**src/common/rvc_cfg.svh**
```systemverilog
`ifndef RVC_CFG_SVH
`define RVC_CFG_SVH

// Queue entries, a power of two of 4 or more
`define FETCH_BUFFER_DEPTH 8

// Occupancy that raises fetchHold
// Leaves room for two entries of one word plus the entry in flight
`define FETCH_HOLD_LEVEL (`FETCH_BUFFER_DEPTH - 3)

`endif

```
**src/common/rvc_pkg.sv**
```systemverilog
package rvc_pkg;

   typedef logic [31:0] instrT;
   typedef logic [15:0] compactInstrT;
   typedef logic [6:0] opcodeT;
   typedef logic [4:0] regIdxT;

   typedef struct packed {
      instrT instr;
      logic  isCompact; // Only instr[15:0] is valid when set
   } fetchEntryT;

   // RV32I major opcodes
   localparam opcodeT opcLoad = 7'b0000011;
   localparam opcodeT opcOpImm = 7'b0010011;
   localparam opcodeT opcLui = 7'b0110111;
   localparam opcodeT opcStore = 7'b0100011;
   localparam opcodeT opcOp = 7'b0110011;
   localparam opcodeT opcBranch = 7'b1100011;
   localparam opcodeT opcJalr = 7'b1100111;
   localparam opcodeT opcJal = 7'b1101111;
   localparam opcodeT opcSystem = 7'b1110011;

   // Implicit operands of the compressed forms
   localparam regIdxT regZero = 5'd0;
   localparam regIdxT regRa = 5'd1;
   localparam regIdxT regSp = 5'd2;

   // Low two bits 11 mark a 32-bit instruction
   function automatic logic isCompressed(compactInstrT half);
      return half[1:0] != 2'b11;
   endfunction

endpackage

```
**src/verilog/FetchAligner.sv**
```systemverilog
`timescale 1ns/100ps

module FetchAligner
   import rvc_pkg::*;
(
   input  logic       clk,
   input  logic       rstN,
   input  logic       fetchStrobe,
   input  instrT      fetchWord,
   output logic       entryStrobe,
   output fetchEntryT entry,
   output logic       pendingSlot
);

   compactInstrT loHalf;
   compactInstrT hiHalf;

   compactInstrT leftHalf; // Upper half carried to the next cycle
   logic         leftValid;
   logic         leftIsWhole; // Whole compressed instr, else start of a 32-bit one

   logic         emitNext;
   fetchEntryT   entryNext;
   logic         leftValidNext;
   logic         leftIsWholeNext;
   compactInstrT leftHalfNext;

   assign loHalf = fetchWord[15:0];
   assign hiHalf = fetchWord[31:16];
   assign pendingSlot = leftValid & leftIsWhole;

   always_comb begin
      emitNext = 1'b0;
      entryNext = '{instr: fetchWord, isCompact: 1'b0};
      leftValidNext = leftValid;
      leftIsWholeNext = leftIsWhole;
      leftHalfNext = leftHalf;

      if (pendingSlot) begin
         // Second compressed half of the previous word, no new word taken
         emitNext = 1'b1;
         entryNext = '{instr: {16'h0000, leftHalf}, isCompact: 1'b1};
         leftValidNext = 1'b0;
      end else if (fetchStrobe) begin
         emitNext = 1'b1;
         if (leftValid || isCompressed(loHalf)) begin
            if (leftValid) begin
               entryNext = '{instr: {loHalf, leftHalf}, isCompact: 1'b0}; // Stitched
            end else begin
               entryNext = '{instr: {16'h0000, loHalf}, isCompact: 1'b1};
            end
            leftValidNext = 1'b1; // Upper half is always left over here
            leftIsWholeNext = isCompressed(hiHalf);
            leftHalfNext = hiHalf;
         end else begin
            leftValidNext = 1'b0; // Aligned 32-bit instr
         end
      end
   end

   always_ff @(posedge clk or negedge rstN) begin
      if (!rstN) begin
         entryStrobe <= 1'b0;
         leftValid <= 1'b0;
         leftIsWhole <= 1'b0;
      end else begin
         entryStrobe <= emitNext;
         leftValid <= leftValidNext;
         leftIsWhole <= leftIsWholeNext;
      end
   end

   always_ff @(posedge clk) begin
      if (emitNext) begin
         entry <= entryNext;
      end
      leftHalf <= leftHalfNext;
   end

endmodule

```
**src/verilog/InstructionBuffer.sv**
```systemverilog
`timescale 1ns/100ps
`include "rvc_cfg.svh"

module InstructionBuffer #(
   parameter type entryT = logic [31:0],
   parameter int  depth = `FETCH_BUFFER_DEPTH,
   parameter int  holdLevel = `FETCH_HOLD_LEVEL
) (
   input  logic  clk,
   input  logic  rstN,
   input  logic  pushStrobe,
   input  entryT pushEntry,
   input  logic  reserve,
   input  logic  hold,
   output logic  popStrobe,
   output entryT popEntry,
   output logic  almostFull
);

   localparam int ptrW = $clog2(depth);
   localparam logic [ptrW:0] holdCount = (ptrW + 1)'(holdLevel);

   entryT mem [depth];

   logic [ptrW-1:0] wrPtr;
   logic [ptrW-1:0] rdPtr;
   logic [ptrW:0]   count;
   logic            empty;

   assign empty = (count == '0);
   assign popStrobe = !empty && !hold;
   assign popEntry = mem[rdPtr]; // Head entry

   // A reserved slot also owns the next write cycle
   assign almostFull = reserve || (count >= holdCount);

   always_ff @(posedge clk) begin
      if (pushStrobe) begin
         mem[wrPtr] <= pushEntry;
      end
   end

   always_ff @(posedge clk or negedge rstN) begin
      if (!rstN) begin
         wrPtr <= '0;
         rdPtr <= '0;
         count <= '0;
      end else begin
         if (pushStrobe) begin
            wrPtr <= wrPtr + 1'b1; // Wraps at depth
         end
         if (popStrobe) begin
            rdPtr <= rdPtr + 1'b1;
         end
         case ({pushStrobe, popStrobe})
            2'b10:   count <= count + 1'b1;
            2'b01:   count <= count - 1'b1;
            default: count <= count;
         endcase
      end
   end

endmodule

```
**src/expander/CompactInstructionsUnit.sv**
```systemverilog
`timescale 1ns/100ps

module CompactInstructionsUnit
   import rvc_pkg::*;
(
   input  logic       clk,
   input  logic       rstN,
   input  logic       inStrobe,
   input  fetchEntryT inEntry,
   output logic       outStrobe,
   output instrT      outInstr,
   output logic       isIllegal,
   output logic       isIgnored
);

   compactInstrT half;
   logic         isCompactIn;
   logic [2:0]   funct3;
   regIdxT       rdFull;
   regIdxT       rs2Full;
   regIdxT       rs1Short;
   regIdxT       rs2Short;
   logic [4:0]   shamt;

   logic [11:0]  immAddi4spn;
   logic [11:0]  immLw; // Shared by C.LW and C.SW
   logic [11:0]  immCi; // C.ADDI, C.LI, C.ANDI
   logic [20:0]  immJ;
   logic [11:0]  immAddi16sp;
   logic [19:0]  immLui;
   logic [12:0]  immB;
   logic [11:0]  immLwsp;
   logic [11:0]  immSwsp;

   instrT        expanded;
   logic         illegal;
   logic         ignored;

   assign half = inEntry.instr[15:0];
   assign isCompactIn = inEntry.isCompact && isCompressed(half);
   assign funct3 = half[15:13];
   assign rdFull = half[11:7];
   assign rs2Full = half[6:2];
   assign rs1Short = {2'b01, half[9:7]}; // x8..x15
   assign rs2Short = {2'b01, half[4:2]};
   assign shamt = half[6:2];

   assign immAddi4spn = {2'b00, half[10:7], half[12:11], half[5], half[6], 2'b00};
   assign immLw = {5'b00000, half[5], half[12:10], half[6], 2'b00};
   assign immCi = {{7{half[12]}}, half[6:2]};
   assign immJ = {{10{half[12]}}, half[8], half[10:9], half[6], half[7], half[2],
                  half[11], half[5:3], 1'b0};
   assign immAddi16sp = {{3{half[12]}}, half[4:3], half[5], half[2], half[6], 4'b0000};
   assign immLui = {{15{half[12]}}, half[6:2]};
   assign immB = {{5{half[12]}}, half[6:5], half[2], half[11:10], half[4:3], 1'b0};
   assign immLwsp = {4'b0000, half[3:2], half[12], half[6:4], 2'b00};
   assign immSwsp = {4'b0000, half[8:7], half[12:9], 2'b00};

   always_comb begin
      expanded = '0; // Stays zero for illegal and ignored forms
      illegal = 1'b0;
      ignored = 1'b0;

      if (!isCompactIn) begin
         expanded = inEntry.instr;
      end else begin
         case (half[1:0])
            2'b00: begin
               case (funct3)
                  3'b000: begin
                     if (half[12:5] == 8'h00) begin
                        illegal = 1'b1; // Includes the all-zero halfword
                     end else begin // C.ADDI4SPN
                        expanded = {immAddi4spn, regSp, 3'b000, rs2Short, opcOpImm};
                     end
                  end
                  3'b010:  expanded = {immLw, rs1Short, 3'b010, rs2Short, opcLoad};
                  3'b100:  illegal = 1'b1;
                  3'b110:  expanded = {immLw[11:5], rs2Short, rs1Short, 3'b010, immLw[4:0],
                                       opcStore};
                  default: ignored = 1'b1; // C.FLD C.FLW C.FSD C.FSW
               endcase
            end

            2'b01: begin
               case (funct3)
                  3'b000: expanded = {immCi, rdFull, 3'b000, rdFull, opcOpImm};
                  3'b001: expanded = {immJ[20], immJ[10:1], immJ[11], immJ[19:12], regRa, opcJal};
                  3'b010: expanded = {immCi, regZero, 3'b000, rdFull, opcOpImm};
                  3'b011: begin
                     if ({half[12], half[6:2]} == 6'd0) begin
                        illegal = 1'b1;
                     end else if (rdFull == regSp) begin // C.ADDI16SP
                        expanded = {immAddi16sp, regSp, 3'b000, regSp, opcOpImm};
                     end else begin
                        expanded = {immLui, rdFull, opcLui};
                     end
                  end
                  3'b100: begin
                     case (half[11:10])
                        2'b00, 2'b01: begin
                           if (half[12]) begin
                              ignored = 1'b1; // shamt[5] only exists on RV64
                           end else begin // C.SRLI C.SRAI
                              expanded = {1'b0, half[10], 5'b00000, shamt, rs1Short, 3'b101,
                                          rs1Short, opcOpImm};
                           end
                        end
                        2'b10: expanded = {immCi, rs1Short, 3'b111, rs1Short, opcOpImm};
                        default: begin
                           case ({half[12], half[6:5]})
                              3'b000: expanded = {7'b0100000, rs2Short, rs1Short, 3'b000,
                                                  rs1Short, opcOp};
                              3'b001: expanded = {7'b0000000, rs2Short, rs1Short, 3'b100,
                                                  rs1Short, opcOp};
                              3'b010: expanded = {7'b0000000, rs2Short, rs1Short, 3'b110,
                                                  rs1Short, opcOp};
                              3'b011: expanded = {7'b0000000, rs2Short, rs1Short, 3'b111,
                                                  rs1Short, opcOp};
                              3'b100, 3'b101: ignored = 1'b1; // C.SUBW C.ADDW
                              default: illegal = 1'b1;
                           endcase
                        end
                     endcase
                  end
                  3'b101: expanded = {immJ[20], immJ[10:1], immJ[11], immJ[19:12], regZero,
                                      opcJal};
                  3'b110: expanded = {immB[12], immB[10:5], regZero, rs1Short, 3'b000,
                                      immB[4:1], immB[11], opcBranch};
                  default: expanded = {immB[12], immB[10:5], regZero, rs1Short, 3'b001,
                                       immB[4:1], immB[11], opcBranch};
               endcase
            end

            2'b10: begin
               case (funct3)
                  3'b000: begin
                     if (half[12]) begin
                        ignored = 1'b1;
                     end else begin // C.SLLI
                        expanded = {7'b0000000, shamt, rdFull, 3'b001, rdFull, opcOpImm};
                     end
                  end
                  3'b010: begin
                     if (rdFull == regZero) begin
                        illegal = 1'b1;
                     end else begin // C.LWSP
                        expanded = {immLwsp, regSp, 3'b010, rdFull, opcLoad};
                     end
                  end
                  3'b100: begin
                     if (rs2Full != regZero) begin // C.MV or C.ADD
                        expanded = {7'b0000000, rs2Full, half[12] ? rdFull : regZero, 3'b000,
                                    rdFull, opcOp};
                     end else if (rdFull != regZero) begin // C.JR or C.JALR
                        expanded = {12'h000, rdFull, 3'b000, half[12] ? regRa : regZero,
                                    opcJalr};
                     end else if (half[12]) begin
                        expanded = {12'h001, regZero, 3'b000, regZero, opcSystem}; // EBREAK
                     end else begin
                        illegal = 1'b1;
                     end
                  end
                  3'b110: expanded = {immSwsp[11:5], rs2Full, regSp, 3'b010, immSwsp[4:0],
                                      opcStore};
                  default: ignored = 1'b1; // FP stack loads and stores
               endcase
            end

            default: expanded = inEntry.instr;
         endcase
      end
   end

   always_ff @(posedge clk or negedge rstN) begin
      if (!rstN) begin
         outStrobe <= 1'b0;
         isIllegal <= 1'b0;
         isIgnored <= 1'b0;
      end else begin
         outStrobe <= inStrobe;
         if (inStrobe) begin
            isIllegal <= illegal;
            isIgnored <= ignored;
         end
      end
   end

   always_ff @(posedge clk) begin
      if (inStrobe) begin
         outInstr <= expanded;
      end
   end

endmodule

```
**src/verilog/FetchFrontEnd.sv**
```systemverilog
`timescale 1ns/100ps

module FetchFrontEnd
   import rvc_pkg::*;
(
   input  logic  clk,
   input  logic  rstN,
   input  logic  fetchStrobe,
   input  instrT fetchWord,
   input  logic  decodeHold,
   output logic  fetchHold,
   output logic  instrStrobe,
   output instrT instr,
   output logic  isIllegal,
   output logic  isIgnored
);

   logic       entryStrobe;
   fetchEntryT entry;
   logic       pendingSlot;
   logic       popStrobe;
   fetchEntryT popEntry;

   FetchAligner aligner (
      .clk         (clk),
      .rstN        (rstN),
      .fetchStrobe (fetchStrobe),
      .fetchWord   (fetchWord),
      .entryStrobe (entryStrobe),
      .entry       (entry),
      .pendingSlot (pendingSlot)
   );

   InstructionBuffer #(
      .entryT (fetchEntryT)
   ) instrBuffer (
      .clk        (clk),
      .rstN       (rstN),
      .pushStrobe (entryStrobe),
      .pushEntry  (entry),
      .reserve    (pendingSlot), // Second half still owed by the aligner
      .hold       (decodeHold),
      .popStrobe  (popStrobe),
      .popEntry   (popEntry),
      .almostFull (fetchHold)
   );

   CompactInstructionsUnit expander (
      .clk       (clk),
      .rstN      (rstN),
      .inStrobe  (popStrobe),
      .inEntry   (popEntry),
      .outStrobe (instrStrobe),
      .outInstr  (instr),
      .isIllegal (isIllegal),
      .isIgnored (isIgnored)
   );

endmodule

```
**config.mk**
```make
export PLATFORM = sky130hd
export DESIGN_NAME = FetchFrontEnd
export DESIGN_NICKNAME = d
export VERILOG_FILES = /design/src/common/rvc_pkg.sv /design/src/verilog/FetchAligner.sv /design/src/verilog/InstructionBuffer.sv /design/src/expander/CompactInstructionsUnit.sv /design/src/verilog/FetchFrontEnd.sv
export VERILOG_INCLUDE_DIRS = /design/src /design/src/common
export SDC_FILE = /design/constraint.sdc
export NUM_CORES = 1
export LEC_CHECK = 0
export BUFFER_PORTS_ARGS = -buffer_cell sky130_fd_sc_hd__buf_2
export CORE_ASPECT_RATIO = 0.7
export CORE_MARGIN = 2
export CORE_UTILIZATION = 35
export CTS_CLUSTER_SIZE = 30
export DETAILED_ROUTE_END_ITERATION = 10
export REMOVE_ABC_BUFFERS = 1
export SYNTH_ARGS = -nofsm -noshare
export SYNTH_HDL_FRONTEND = slang
export SYNTH_HIERARCHICAL = 1
export SYNTH_SLANG_ARGS = --single-unit
export TNS_END_PERCENT = 20
```
**constraint.sdc**
```tcl
create_clock -name clk -period 3.42 [get_ports clk]
set_input_delay 0.684 -clock clk [delete_from_list [all_inputs] [get_ports clk]]
set_output_delay 0.684 -clock clk [all_outputs]
set_load 0.005 [all_outputs]
```
==> results_dict.tcl <==
set metrics [dict create \
    cts_tree "built" \
    synth_top_area_share_pct 66.2 \
    cp_max_fo 23 \
    cts_made_buffers 36 \
    drt.antenna.violating_nets 0 \
    wl_met3_mm 3.21 \
    wirelength_mm 43.5 \
    die_w_um 257 \
    ctsHoldBuffers 0 \
    setup_ws_ns 0.0760 \
    critPathLaunchType "register" \
    holdWs_ns 0.114 \
    io_pins 72 \
    root_buffer "clkbuf_16" \
    dr.pass1.iters 6 \
    drive_above_1_share_pct 35.6 \
    cts.sinks 361 \
    hold_viol 0 \
    critPathMaxStageDelay_ns 0.57 \
    maxSlewViolCount 0 \
    cts_max_level 2 \
    numPortBuffers 71 \
    critPathSlowestCell "dfrtp_4" \
    clock_path_buffers 3 \
    async_flop_share_pct 4.43 \
    die_area_um2 46400 \
    clk_pin_slew_ns 0.07 \
    finalCriticalPeriod_ns 3.34 \
    syn2layout_area_growth_pct 18.3 \
    syn_area_um2 15600 \
    dpl.hpwl_mm 28.7 \
    drt-met1-wl_mm 20.0 \
    syn-mean-instance-area_um2 16.9 \
    grt_pass1_wl_mm 64.0 \
    path_cells "buf_4 -> mux4_2 -> mux2_4 -> nand3b_1 -> a21oi_2 -> buf_4 -> a21oi_1 -> o2111ai_1 -> o21a_1" \
    dr_wl_met2_mm 19.5 \
    grt_max_degree 40 \
    rows 64 \
    yosysUniqueCellTypes 77 \
    maxCapViolations 0 \
    worst_pin_slew_ns 0.853 \
    fin_skew_ns 0.0165 \
    peakVddDrop_v 0.000556 \
    power_density_nw_per_um2 1100 \
    yosysWarnings 6 \
    fin_nets 1116 \
    setup_viol 0 \
    clk_latency_ns 0.53 \
    worst_ep_required_time_ns 3.82 \
    synthCells 928 \
    start_util_pct 35.6 \
    fmax_mhz 299 \
    antenna_found_initial 3 \
    finalCritPeriodShare_pct 97.8 \
    endpoint_kind "register" \
    synth_edf_count 345 \
    hp-class "input pin to asynchronous set/reset pin" \
    dr_total_vias 9280 \
    grt_remaining_overflow 0 \
    power.leakage_nw 6.39 \
    cpMostUsedCell "buf_4" \
    post-place-ws_ns -0.235 \
    slew_headroom_pct 43.1 \
    grt_pass1_vias 9505 \
    status "completed" \
    drtIter0Drc 1022 \
    gp_congestion 0.980 \
    yosys.area.top_type "edfxtp_1" \
    viasPerCell 5.47 \
    ys_top_cells_by_area "edfxtp_1 (66%), mux4_2 (9.5%), dfrtp_1 (2.6%)" \
    worstSetupPathType "register to register" \
    ys_seq_area_share_pct 68.8 \
    wire_per_inst_um 25.6 \
    die_h_um 181 \
    drc 0 \
    ys.flop_type "edfxtp_1" \
    grt_usage_pct 18.7 \
    highest_layer "met4" \
    ys_seq_elements 361 \
    core_um2 43900 \
    antennaDiodeCount 0 \
    worstPathArrival_ns 3.75 \
]
-- worst max-delay path: cells and delay by family, from the launching register on --
family / cells / cell delay (ns)
AOI/OAI and AO/OA: 4 / 0.97
DFF: 1 / 0.57
and+or+nand+nor: 1 / 0.27
buffers and inverters: 2 / 0.43
muxes: 2 / 0.95
-- placed cells by master (no fill, tap or decap), types with 11 or more instances in the layout --
master | Yosys | routed
a21oi_1 | 37 | 36
edfxtp_1 | 345 | 345
a31oi_1 | 12 | 12
o21ai_1 | 12 | 12
mux2_2 | 29 | 29
mux2_4 | 23 | 23
mux4_2 | 66 | 66
dfrtp_1 | 16 | 13
a22o_1 | 17 | 17
nor2b_1 | 11 | 11
nand3_1 | 15 | 15
clkbuf_16 | 0 | 36
nor2_1 | 57 | 50
nand2_1 | 55 | 54
o21ai_0 | 18 | 18
buf_4 | 5 | 90
buf_2 | 21 | 71
-- flip-flops by register name (all words and copies together) (netlist names) --
name / count
expander/isIllegal: 1
instrBuffer/count: 4
instrBuffer/rdPtr: 3
expander/outStrobe: 1
aligner/leftIsWhole: 1
aligner/entry: 33
instrBuffer/mem: 264
instrBuffer/wrPtr: 3
aligner/leftValid: 1
expander/outInstr: 32
expander/isIgnored: 1
aligner/leftHalf: 16
aligner/entryStrobe: 1
-- Yosys cell counts (all sizes together) (5+ instances only) --
cell type	n
xor2	7
a211oi	5
o21ai	34
a21oi	40
nand3	15
and2	8
nand2	58
nand2b	10
a31oi	12
buf	43
edfxtp	345
mux4	66
inv	9
o22ai	7
dfrtp	16
o21a	7
ha	5
nor2	60
o211ai	6
nor2b	11
mux2	52
a22o	18
a221oi	5
clkbuf	18
nor3	12
-- layout make-up --
type	instances	area, µm²
repair buffers	170	1210
inverters	9	33.8
well taps	594	743
clock buffers	40	916
flip-flops and latches	361	10800
fillers	4014	25400
clock inverters	25	298
multi-input cells	497	4540
-- cells by family after synthesis --
group / share of synthesized area [%]
compound gates: 7.50
xor+xnor: 0.560
fa+ha+maj: 0.400
buf+inv: 2.77
flops: 68.8
mux: 13.9
simple gates: 6.06
-- final timing paths --
path	from	cells after the start	to	slack, ns
min in group clk	fetchWord[21]	1	aligner/leftHalf[5]$_DFFE_PP_	0.34
min	rstN	1	instrBuffer/rdPtr[0]$_DFFE_PN0N_	0.11
max	instrBuffer/rdPtr[0]$_DFFE_PN0N_	9	expander/outInstr[5]$_DFFE_PP_	0.08
min reg2reg	instrBuffer/count[3]$_DFFE_PN0P_	1	instrBuffer/count[3]$_DFFE_PN0P_	0.52
max in group asynchronous	rstN	1	instrBuffer/rdPtr[2]$_DFFE_PN0N_	2.94
max reg2reg	instrBuffer/rdPtr[0]$_DFFE_PN0N_	9	expander/outInstr[5]$_DFFE_PP_	0.08
-- layer usage --
metal	GRT usage, %	vias to the layer above
met2	28.2	368
met4	4.14	0
li1	-	3999
met5	0	-
met3	4.08	55
met1	27.6	4858
-- stage by stage --
stage | std cells | area [µm²] | total power [mW] | setup TNS (ns) | utilization (%)
2_1_floorplan | 867 | 15200 | 11.9 | -49.81 | -
3_3_place_gp | 1626 | 17200 | 16.1 | -0.342 | 39.3
3_5_place_dp | 1626 | 17200 | 16.1 | -0.423 | 39.3
4_1_cts | 1691 | 18500 | 20.2 | -0.00710 | 42.1
5_1_grt | 1696 | 18500 | 21.2 | -0.00503 | 42.2
6_report | 1696 | 18500 | 20.3 | 0 | 42.2
-- what timing repair did --
item | CTS | global route
setup endpoints to repair | 3 | 14
endpoints found under the hold margin | 0 | 0
gates resized for setup | 3 | 2
setup buffers | 0 | 5
-- power breakdown --
part           internal, mW  switching [mW]
logic                  3.91            5.59
registers              6.16           0.576
clock network          2.40            1.68
total                  12.5            7.85
Note: power is estimated with default switching activity, not from simulation.
